**src/hw/wb_pkg.sv**
```systemverilog
// shared wishbone bus, host command and address map definitions for the subsystem
package wb_pkg;

    // bus widths
    localparam int WB_AW = 32;
    localparam int WB_DW = 32;

    // top address byte picks the slave
    localparam int SLV_SEL_MSB = 31;
    localparam int SLV_SEL_LSB = 24;

    // timer register word offsets
    localparam logic [3:0] TMR_CTRL  = 4'h0;
    localparam logic [3:0] TMR_COUNT = 4'h4;
    localparam logic [3:0] TMR_CMP   = 4'h8;
    localparam logic [3:0] TMR_STAT  = 4'hC;

    // timer control bits
    localparam int TMR_EN_BIT     = 0;
    localparam int TMR_IRQ_EN_BIT = 1;

    // one classic wishbone request, 71 bits
    typedef struct packed {
        logic             we;
        logic             cyc;
        logic             stb;
        logic [3:0]       sel;
        logic [WB_AW-1:0] adr;
        logic [WB_DW-1:0] dat;
    } wb_req_t;

    // one slave response, 34 bits
    typedef struct packed {
        logic             ack;
        logic [WB_DW-1:0] dat;
        logic             irq;
    } wb_rsp_t;

    // host command, valid with its strobe only
    typedef struct packed {
        logic             we;
        logic [3:0]       sel;
        logic [WB_AW-1:0] adr;
        logic [WB_DW-1:0] wdat;
    } host_cmd_t;

    // host response, zero data for writes
    typedef struct packed {
        logic [WB_DW-1:0] rdat;
    } host_rsp_t;

endpackage

```
**src/hw/wb_bus_master.sv**
```systemverilog
// wishbone bus master, turns single host command strobes into classic bus cycles
`timescale 1ns/1ns
module wb_bus_master (
    input  logic              clk,
    input  logic              rst_n_i,
    input  logic              cmd_valid_i,
    input  wb_pkg::host_cmd_t cmd_i,
    output logic              rsp_valid_o,
    output wb_pkg::host_rsp_t rsp_o,
    output logic              busy_o,
    output wb_pkg::wb_req_t   wb_req_o,
    input  wb_pkg::wb_rsp_t   wb_rsp_i
);
    import wb_pkg::*;

    typedef enum logic [1:0] {
        ST_IDLE,
        ST_BUS,
        ST_RESP
    } state_t;

    state_t           state_q;
    state_t           state_d;
    host_cmd_t        cmd_q;
    logic [WB_DW-1:0] rdat_q;

    // next state
    always_comb begin
        state_d = state_q;
        case (state_q)
            ST_IDLE: begin
                if (cmd_valid_i) begin
                    state_d = ST_BUS;
                end
            end
            ST_BUS: begin
                // hold the cycle until the slave acks
                if (wb_rsp_i.ack) begin
                    state_d = ST_RESP;
                end
            end
            default: begin
                // response strobe lasts one cycle
                state_d = ST_IDLE;
            end
        endcase
    end

    always_ff @(posedge clk or negedge rst_n_i) begin
        if (!rst_n_i) begin
            state_q <= ST_IDLE;
        end else begin
            state_q <= state_d;
        end
    end

    // command only valid with its strobe, so keep a copy
    always_ff @(posedge clk) begin
        if (cmd_valid_i && state_q == ST_IDLE) begin
            cmd_q <= cmd_i;
        end
    end

    // capture read data on the ack edge
    always_ff @(posedge clk) begin
        if (state_q == ST_BUS && wb_rsp_i.ack) begin
            rdat_q <= cmd_q.we ? '0 : wb_rsp_i.dat;
        end
    end

    // request fields only driven during the cycle
    always_comb begin
        wb_req_o = '0;
        if (state_q == ST_BUS) begin
            wb_req_o.we  = cmd_q.we;
            wb_req_o.cyc = 1'b1;
            wb_req_o.stb = 1'b1;
            wb_req_o.sel = cmd_q.sel;
            wb_req_o.adr = cmd_q.adr;
            wb_req_o.dat = cmd_q.wdat;
        end
    end

    assign busy_o      = (state_q != ST_IDLE);
    assign rsp_valid_o = (state_q == ST_RESP);
    assign rsp_o.rdat  = rdat_q;

    // no buffering, host must wait for the response
    a_no_cmd_when_busy: assert property (
        @(posedge clk) disable iff (!rst_n_i)
        cmd_valid_i |-> !busy_o
    ) else $error("command strobe while master busy");

    // wishbone rule, request held until ack
    a_req_stable: assert property (
        @(posedge clk) disable iff (!rst_n_i)
        (wb_req_o.stb && !wb_rsp_i.ack) |=> $stable(wb_req_o)
    ) else $error("request changed before ack");

endmodule

```
**src/hw/wb_interconnect.sv**
```systemverilog
// wishbone address decoder, routes one master to two slaves and gathers interrupts
`timescale 1ns/1ns
module wb_interconnect #(
    parameter logic [wb_pkg::SLV_SEL_MSB-wb_pkg::SLV_SEL_LSB:0] ADDR_0 = 8'h00,
    parameter logic [wb_pkg::SLV_SEL_MSB-wb_pkg::SLV_SEL_LSB:0] ADDR_1 = 8'h01
) (
    input  wb_pkg::wb_req_t m_req_i,
    output wb_pkg::wb_rsp_t m_rsp_o,
    output wb_pkg::wb_req_t s0_req_o,
    output wb_pkg::wb_req_t s1_req_o,
    input  wb_pkg::wb_rsp_t s0_rsp_i,
    input  wb_pkg::wb_rsp_t s1_rsp_i,
    output logic            int_o
);
    import wb_pkg::*;

    logic [SLV_SEL_MSB-SLV_SEL_LSB:0] slave_select;
    logic                             hit_0;
    logic                             hit_1;
    wb_req_t                          req_local;
    logic [WB_DW-1:0]                 irq_vec;

    assign slave_select = m_req_i.adr[SLV_SEL_MSB:SLV_SEL_LSB];
    assign hit_0        = (slave_select == ADDR_0);
    assign hit_1        = (slave_select == ADDR_1);

    // slaves see a local address, select byte stripped
    always_comb begin
        req_local = m_req_i;
        req_local.adr[SLV_SEL_MSB:SLV_SEL_LSB] = '0;
    end

    // unselected slave gets an idle bus
    assign s0_req_o = hit_0 ? req_local : '0;
    assign s1_req_o = hit_1 ? req_local : '0;

    // interrupt vector, bit per slave
    always_comb begin
        irq_vec    = '0;
        irq_vec[0] = s0_rsp_i.irq;
        irq_vec[1] = s1_rsp_i.irq;
    end

    assign int_o = |irq_vec;

    // response mux
    always_comb begin
        m_rsp_o.irq = int_o;
        if (hit_0) begin
            m_rsp_o.ack = s0_rsp_i.ack;
            m_rsp_o.dat = s0_rsp_i.dat;
        end else if (hit_1) begin
            m_rsp_o.ack = s1_rsp_i.ack;
            m_rsp_o.dat = s1_rsp_i.dat;
        end else begin
            // unmapped, answer at once with the vector
            // writes land nowhere
            m_rsp_o.ack = m_req_i.cyc && m_req_i.stb;
            m_rsp_o.dat = irq_vec;
        end
    end

    // catches equal ADDR_0 and ADDR_1 from the top
    always_comb begin
        a_one_slave: assert (!(s0_req_o.stb && s1_req_o.stb))
            else $error("both slaves strobed");
    end

endmodule

```
**src/hw/wb_scratch_ram.sv**
```systemverilog
// wishbone slave scratch memory with byte lane writes and registered ack
`timescale 1ns/1ns
module wb_scratch_ram #(
    parameter int RAM_WORDS = 64
) (
    input  logic            clk,
    input  logic            rst_n_i,
    input  wb_pkg::wb_req_t wb_req_i,
    output wb_pkg::wb_rsp_t wb_rsp_o
);
    import wb_pkg::*;

    localparam int IDX_W = $clog2(RAM_WORDS);

    logic [WB_DW-1:0] mem [RAM_WORDS];
    logic [IDX_W-1:0] idx;
    logic             access;
    logic             ack_q;
    logic [WB_DW-1:0] rdat_q;

    // word address, wraps at RAM_WORDS
    assign idx = wb_req_i.adr[2 +: IDX_W];

    // only the first cycle of a strobe counts
    assign access = wb_req_i.cyc && wb_req_i.stb && !ack_q;

    // ack one cycle after strobe, dropped the cycle after
    always_ff @(posedge clk or negedge rst_n_i) begin
        if (!rst_n_i) begin
            ack_q <= 1'b0;
        end else begin
            ack_q <= access;
        end
    end

    always_ff @(posedge clk) begin
        if (access && wb_req_i.we) begin
            // each lane gated by its sel bit
            for (int b = 0; b < 4; b++) begin
                if (wb_req_i.sel[b]) begin
                    mem[idx][8*b +: 8] <= wb_req_i.dat[8*b +: 8];
                end
            end
        end
        if (access && !wb_req_i.we) begin
            rdat_q <= mem[idx];
        end
    end

    assign wb_rsp_o.ack = ack_q;
    assign wb_rsp_o.dat = rdat_q;
    // no interrupt source here
    assign wb_rsp_o.irq = 1'b0;

endmodule

```
**src/hw/wb_subsys_top.sv**
```systemverilog
// wishbone subsystem top, host port master with scratch ram and timer slaves
`timescale 1ns/1ns
module wb_subsys_top #(
    parameter logic [wb_pkg::SLV_SEL_MSB-wb_pkg::SLV_SEL_LSB:0] ADDR_0 = 8'h00,
    parameter logic [wb_pkg::SLV_SEL_MSB-wb_pkg::SLV_SEL_LSB:0] ADDR_1 = 8'h01,
    parameter int RAM_WORDS = 64,
    parameter int CNT_W     = 16
) (
    input  logic              clk,
    input  logic              rst_n_i,
    input  logic              cmd_valid_i,
    input  wb_pkg::host_cmd_t cmd_i,
    output logic              rsp_valid_o,
    output wb_pkg::host_rsp_t rsp_o,
    output logic              busy_o,
    output logic              int_o
);
    import wb_pkg::*;

    // master side
    wb_req_t m_req;
    wb_rsp_t m_rsp;
    // slave side
    wb_req_t s0_req;
    wb_rsp_t s0_rsp;
    wb_req_t s1_req;
    wb_rsp_t s1_rsp;

    wb_bus_master u_master (
        .clk         (clk),
        .rst_n_i     (rst_n_i),
        .cmd_valid_i (cmd_valid_i),
        .cmd_i       (cmd_i),
        .rsp_valid_o (rsp_valid_o),
        .rsp_o       (rsp_o),
        .busy_o      (busy_o),
        .wb_req_o    (m_req),
        .wb_rsp_i    (m_rsp)
    );

    wb_interconnect #(
        .ADDR_0 (ADDR_0),
        .ADDR_1 (ADDR_1)
    ) u_icon (
        .m_req_i  (m_req),
        .m_rsp_o  (m_rsp),
        .s0_req_o (s0_req),
        .s1_req_o (s1_req),
        .s0_rsp_i (s0_rsp),
        .s1_rsp_i (s1_rsp),
        .int_o    (int_o)
    );

    // slave 0
    wb_scratch_ram #(
        .RAM_WORDS (RAM_WORDS)
    ) u_ram (
        .clk      (clk),
        .rst_n_i  (rst_n_i),
        .wb_req_i (s0_req),
        .wb_rsp_o (s0_rsp)
    );

    // slave 1
    wb_timer #(
        .CNT_W (CNT_W)
    ) u_timer (
        .clk      (clk),
        .rst_n_i  (rst_n_i),
        .wb_req_i (s1_req),
        .wb_rsp_o (s1_rsp)
    );

endmodule

```
**src/hw/wb_timer.sv**
```systemverilog
// wishbone slave compare timer, free counter with match flag and interrupt
`timescale 1ns/1ns
module wb_timer #(
    parameter int CNT_W = 16
) (
    input  logic            clk,
    input  logic            rst_n_i,
    input  wb_pkg::wb_req_t wb_req_i,
    output wb_pkg::wb_rsp_t wb_rsp_o
);
    import wb_pkg::*;

    logic             access;
    logic             ack_q;
    logic [WB_DW-1:0] rdat_q;
    logic             en_q;
    logic             irq_en_q;
    logic [CNT_W-1:0] cmp_q;
    logic [CNT_W-1:0] count_q;
    logic             pending_q;
    logic             wr_ctrl;
    logic             wr_cmp;
    logic             wr_stat;
    logic             match;

    assign access = wb_req_i.cyc && wb_req_i.stb && !ack_q;

    // register decode, low nibble only
    assign wr_ctrl = access && wb_req_i.we && (wb_req_i.adr[3:0] == TMR_CTRL);
    assign wr_cmp  = access && wb_req_i.we && (wb_req_i.adr[3:0] == TMR_CMP);
    assign wr_stat = access && wb_req_i.we && (wb_req_i.adr[3:0] == TMR_STAT);

    assign match = en_q && (count_q == cmp_q);

    // single cycle ack
    always_ff @(posedge clk or negedge rst_n_i) begin
        if (!rst_n_i) begin
            ack_q <= 1'b0;
        end else begin
            ack_q <= access;
        end
    end

    // control and compare
    always_ff @(posedge clk or negedge rst_n_i) begin
        if (!rst_n_i) begin
            en_q     <= 1'b0;
            irq_en_q <= 1'b0;
            cmp_q    <= '0;
        end else begin
            if (wr_ctrl) begin
                en_q     <= wb_req_i.dat[TMR_EN_BIT];
                irq_en_q <= wb_req_i.dat[TMR_IRQ_EN_BIT];
            end
            if (wr_cmp) begin
                cmp_q <= wb_req_i.dat[CNT_W-1:0];
            end
        end
    end

    // counter, pending flag
    always_ff @(posedge clk or negedge rst_n_i) begin
        if (!rst_n_i) begin
            count_q   <= '0;
            pending_q <= 1'b0;
        end else begin
            // control or new compare restarts the period
            if (wr_ctrl || wr_cmp) begin
                count_q <= '0;
            end else if (match) begin
                count_q <= '0;
            end else if (en_q) begin
                count_q <= count_q + 1'b1;
            end
            // a fresh match wins over the clear
            if (match) begin
                pending_q <= 1'b1;
            end else if (wr_stat && wb_req_i.dat[0]) begin
                pending_q <= 1'b0;
            end
        end
    end

    // read mux, registered with ack
    always_ff @(posedge clk) begin
        if (access && !wb_req_i.we) begin
            case (wb_req_i.adr[3:0])
                TMR_CTRL: begin
                    rdat_q                 <= '0;
                    rdat_q[TMR_EN_BIT]     <= en_q;
                    rdat_q[TMR_IRQ_EN_BIT] <= irq_en_q;
                end
                TMR_COUNT: rdat_q <= WB_DW'(count_q);
                TMR_CMP:   rdat_q <= WB_DW'(cmp_q);
                TMR_STAT:  rdat_q <= WB_DW'(pending_q);
                default:   rdat_q <= '0;
            endcase
        end
    end

    assign wb_rsp_o.ack = ack_q;
    assign wb_rsp_o.dat = rdat_q;
    assign wb_rsp_o.irq = pending_q && irq_en_q;

    // count wraps at compare, never runs past it
    a_count_le_cmp: assert property (
        @(posedge clk) disable iff (!rst_n_i)
        en_q |-> (count_q <= cmp_q)
    ) else $error("timer count above compare");

endmodule

```
**config.mk**
```make
export PLATFORM = sky130hd
export DESIGN_NAME = wb_subsys_top
export DESIGN_NICKNAME = d
export VERILOG_FILES = /design/src/hw/wb_pkg.sv /design/src/hw/wb_bus_master.sv /design/src/hw/wb_interconnect.sv /design/src/hw/wb_scratch_ram.sv /design/src/hw/wb_subsys_top.sv /design/src/hw/wb_timer.sv
export SDC_FILE = /design/constraint.sdc
export NUM_CORES = 2
export LEC_CHECK = 0
export ABC_AREA = 1
export BUFFER_PORTS_ARGS = -buffer_cell sky130_fd_sc_hd__buf_2
export CELL_PAD_IN_SITES_DETAIL_PLACEMENT = 2
export CELL_PAD_IN_SITES_GLOBAL_PLACEMENT = 2
export CORE_MARGIN = 2
export CORE_UTILIZATION = 38
export DETAILED_ROUTE_END_ITERATION = 8
export MAX_ROUTING_LAYER = met4
export PLACE_DENSITY_LB_ADDON = 0.3
export SYNTH_ARGS = -nofsm -noshare
export SYNTH_HDL_FRONTEND = slang
export SYNTH_SLANG_ARGS = --single-unit
```
**constraint.sdc**
```tcl
create_clock -name clk -period 3.9 [get_ports clk]
set_input_delay 0.78 -clock clk [delete_from_list [all_inputs] [get_ports clk]]
set_output_delay 0.78 -clock clk [all_outputs]
set_load 0.05 [all_outputs]
```
==> flow_summary.ini <==
[layout]
layout_common_cells = sky130_fd_sc_hd__nand2_1 (4316), sky130_fd_sc_hd__edfxtp_1 (2181), sky130_fd_sc_hd__nand3_1 (908)
multi_input_comb_area_mm2 = 0.0249
final_cell_area_mm2 = 0.109
layout_commonest_cell = sky130_fd_sc_hd__nand2_1
nNetsFinal = 9345
register_area_mm2 = 0.0665
area_delta_synth_final_pct = 16.0
share_of_final_layout_standard_cells_stronger_than_drive_strength_1 = 0.108
num-fill-cells = 25200
stdcell_count = 12700

[synth]
yosysWarningCount = 0
syn_nets = 8991
synth-seq-cells = 2220
proportion_of_register_bits_with_asynchronous_set_or_reset_after_synthesis = 0.0176
dominantRegCellSynth = sky130_fd_sc_hd__edfxtp_1
synth_edf_count = 2181
yosysSeqAreaShare = 0.708
synth_top_area_share = 0.697
per_instance_average_area_after_synthesis_um2 = 10.5
summed_instance_area_of_the_synthesized_netlist_mm2 = 0.0939
netlist-cell-type-count = 47
ys_top_cells_by_area = sky130_fd_sc_hd__edfxtp_1 (70%), sky130_fd_sc_hd__nand2_1 (17%), sky130_fd_sc_hd__nand3_1 (4.8%)
synth_cells = 8918
netlist.top_cell.by_area = sky130_fd_sc_hd__edfxtp_1

[drt]
post-route-drc-count = 0
drtIter0Drc = 6686
total_vias_in_the_final_route = 71100
detail_route.first_pass.iterations = 5
antenna_left = 0
routed_via_density = 5.59
postRouteWirelength_mm = 371
drt-wirelength-per-cell_um = 29.2

[floorplan]
die-height_um = 501
initial_core_util = 0.382
row_count = 182
die_area_mm2 = 0.251
fp.coreArea_mm2 = 0.246
die_width_um = 501
num_io_pins = 107

[setup_path]
worstPathCellList = nor2_1, nand2_2, nor2_1, nand2_1, nor2_4, buf_4, nand2_2, nor3_4, nand2_1, nor2_1, buf_4
critPathTopFamily = simple AND/OR/NAND/NOR gates
critical_path_maximum_fanout = 10
required_ns = 4.50
timing.critical_path.slowest_stage_cell = sky130_fd_sc_hd__nand2_1
cpPeakStageDelay_ns = 0.73
r2r_slack_ns = 0.07
startpoint_type = flip-flop
regToRegEndpoint = u_ram.mem[49][24]
critPathCaptureType = flip-flop
worstSetupPathType = flip-flop to flip-flop
worst-path-buf-inv = 2
timing.critical_path.arrival_ns = 4.43
worst_r2r_path_depth = 11
crit_top_cell = sky130_fd_sc_hd__nor2_1
timing.rr.start = u_master.cmd_q[62]

[timing]
timing.final.setup_violations = 0
timing.clock.skew_ns = 0.0756
setup_total_negative_slack_ns = 0
worst_pin_slew_ns = 1.23
timing.fmax_ghz = 0.261
minimum_hold_slack_ns = 0.0413
slew_headroom = 0.177
layout_worst_path_cycle_share = 0.983
fin_crit_ns = 3.83
hold_violations = 0
timing.final.max_slew_violations = 0
rsz0062_at_grt = false

[run]
max_cap_viol_count = 0

[placement]
placedInstanceArea_mm2 = 0.101
port-buffer-count = 90
dp.final_hpwl_mm = 234
placed_cell_count = 12200
gp_congestion = 0.873

[clock_network]
cts_buffer_depth = 3
clockRootBuffer = sky130_fd_sc_hd__clkbuf_16
number_of_buffers_created_by_cts = 239
clock_sink_count = 2220
h-tree-depth = 4
insertion_delay_ns = 0.92
cts.reportedPaths.clkPinSlew_ns = 0.06
tritoncts = done

[grt]
grt_pass1_vias = 78000
track_usage = 0.302
wire_length_of_the_first_global_routing_pass_mm = 541
antenna_found_initial = 19
grt_overflow = 0
grt_start_max_net_pins = 123

[pwr]
peakVddDrop_mv = 0.508
power_density_mw_per_mm2 = 459
power_leakage_nw = 46.5

[status]
run_status = finished, final reports clean

[worst_hold_path]
worst_min_delay_path_category = primary input to asynchronous set/reset pin
Yosys cell counts, types with 17 or more instances:
master / instances
sky130_fd_sc_hd__dfrtp_1: 39
sky130_fd_sc_hd__a21oi_1: 26
sky130_fd_sc_hd__nor3_1: 28
sky130_fd_sc_hd__inv_1: 137
sky130_fd_sc_hd__nand2_1: 4318
sky130_fd_sc_hd__edfxtp_1: 2181
sky130_fd_sc_hd__o21ai_0: 29
sky130_fd_sc_hd__nand3_1: 910
sky130_fd_sc_hd__clkbuf_1: 86
sky130_fd_sc_hd__nand4_1: 17
sky130_fd_sc_hd__nor2_1: 611
sky130_fd_sc_hd__buf_4: 21
sky130_fd_sc_hd__buf_1: 17
sky130_fd_sc_hd__buf_2: 378
final cells by class:
class,count,area share
diodes,14,0.000322
clock buffers,309,0.0578
clock inverters,136,0.0115
inverters,150,0.00537
multi-input cells,6046,0.228
flip-flops and latches,2220,0.610
well taps,3220,0.0370
repair buffers,615,0.0500
registers in the layout, summed over array words and instances, names as in the netlist:
name               flops
u_timer.cmp_q         16
u_ram.rdat_q          32
u_timer.ack_q          1
u_ram.mem           2048
u_timer.rdat_q        16
u_master.cmd_q        53
u_ram.ack_q            1
u_master.rsp_o        32
u_timer.count_q       16
u_timer.irq_en_q       1
u_master.state_q       2
u_timer.en_q           1
u_timer.pending_q      1
through the flow:
stage	power [mW]	setup WS [ns]	util
after global placement	28.0	0.295	0.412
final	50.0	0.0677	0.443
after floorplan	27.4	0.662	-
after global routing	51.2	0.00266	0.443
after CTS	50.3	0.0686	0.443
after detailed placement	28.0	0.103	0.412
layer usage:
| metal | share of wire | global-route usage |
|---|---|---|
| met1 | 0.40 | 0.369 |
| met3 | 0.057 | 0.0406 |
| met2 | 0.50 | 0.504 |
| met5 | 0 | - |
| met4 | 0.046 | 0.126 |
worst max path at each step:
stage / cells past startpoint / slack (ns) / endpoint / startpoint
CTS: 12 / 0.07 / u_ram.mem[24][4] / u_master.cmd_q[58]
detailed placement: 12 / 0.10 / u_ram.mem[24][1] / u_master.cmd_q[58]
global route: 13 / 0.003 / u_ram.mem[63][21] / u_master.cmd_q[58]
global placement: 11 / 0.29 / u_ram.mem[4][19] / u_master.cmd_q[62]
floorplan: 8 / 0.66 / u_ram.mem[0][10] / u_master.cmd_q[62]
finish: 11 / 0.07 / u_ram.mem[49][24] / u_master.cmd_q[62]
worst reg2reg max path: cells and delay by family, from the launching register on:
family | cells | cell delay [ns]
buffers and inverters | 2 | 0.43
AND/OR/NAND/NOR | 9 | 2.72
flip-flops | 1 | 0.39
repair_timing:
| item | CTS | global route |
|---|---|---|
| endpoints found under the setup margin | 0 | 103 |
| hold buffers | 6 | 0 |
| endpoints found under the hold margin | 6 | 0 |
| resized for setup | 0 | 4 |
| buffers inserted | 0 | 0 |
cell families (layout without fill, tap and decap cells):
| logic type | after synthesis | after routing | synth area share |
|---|---|---|---|
| buffers and inverters | 652 | 1210 | 0.0320 |
| DFF | 2220 | 2220 | 0.708 |
| adders and majority gates | 1 | 1 | 0.000133 |
| and+or+nand+nor | 5937 | 5937 | 0.253 |
| other | 0 | 14 | 0 |
| AOI/OAI and AO/OA | 101 | 101 | 0.00649 |
| xor gates and xnor gates | 7 | 7 | 0.000653 |
report_power, final:
group | leakage (nW) | internal (mW) | switching, mW | total [mW]
clock network | 3.68 | 12.4 | 10.1 | 22.5
logic | 19.5 | 0.351 | 1.24 | 1.59
registers | 23.4 | 25.9 | 0.0633 | 26.0
total | 46.5 | 38.7 | 11.4 | 50.0
Power figures use the tool's default switching activity.
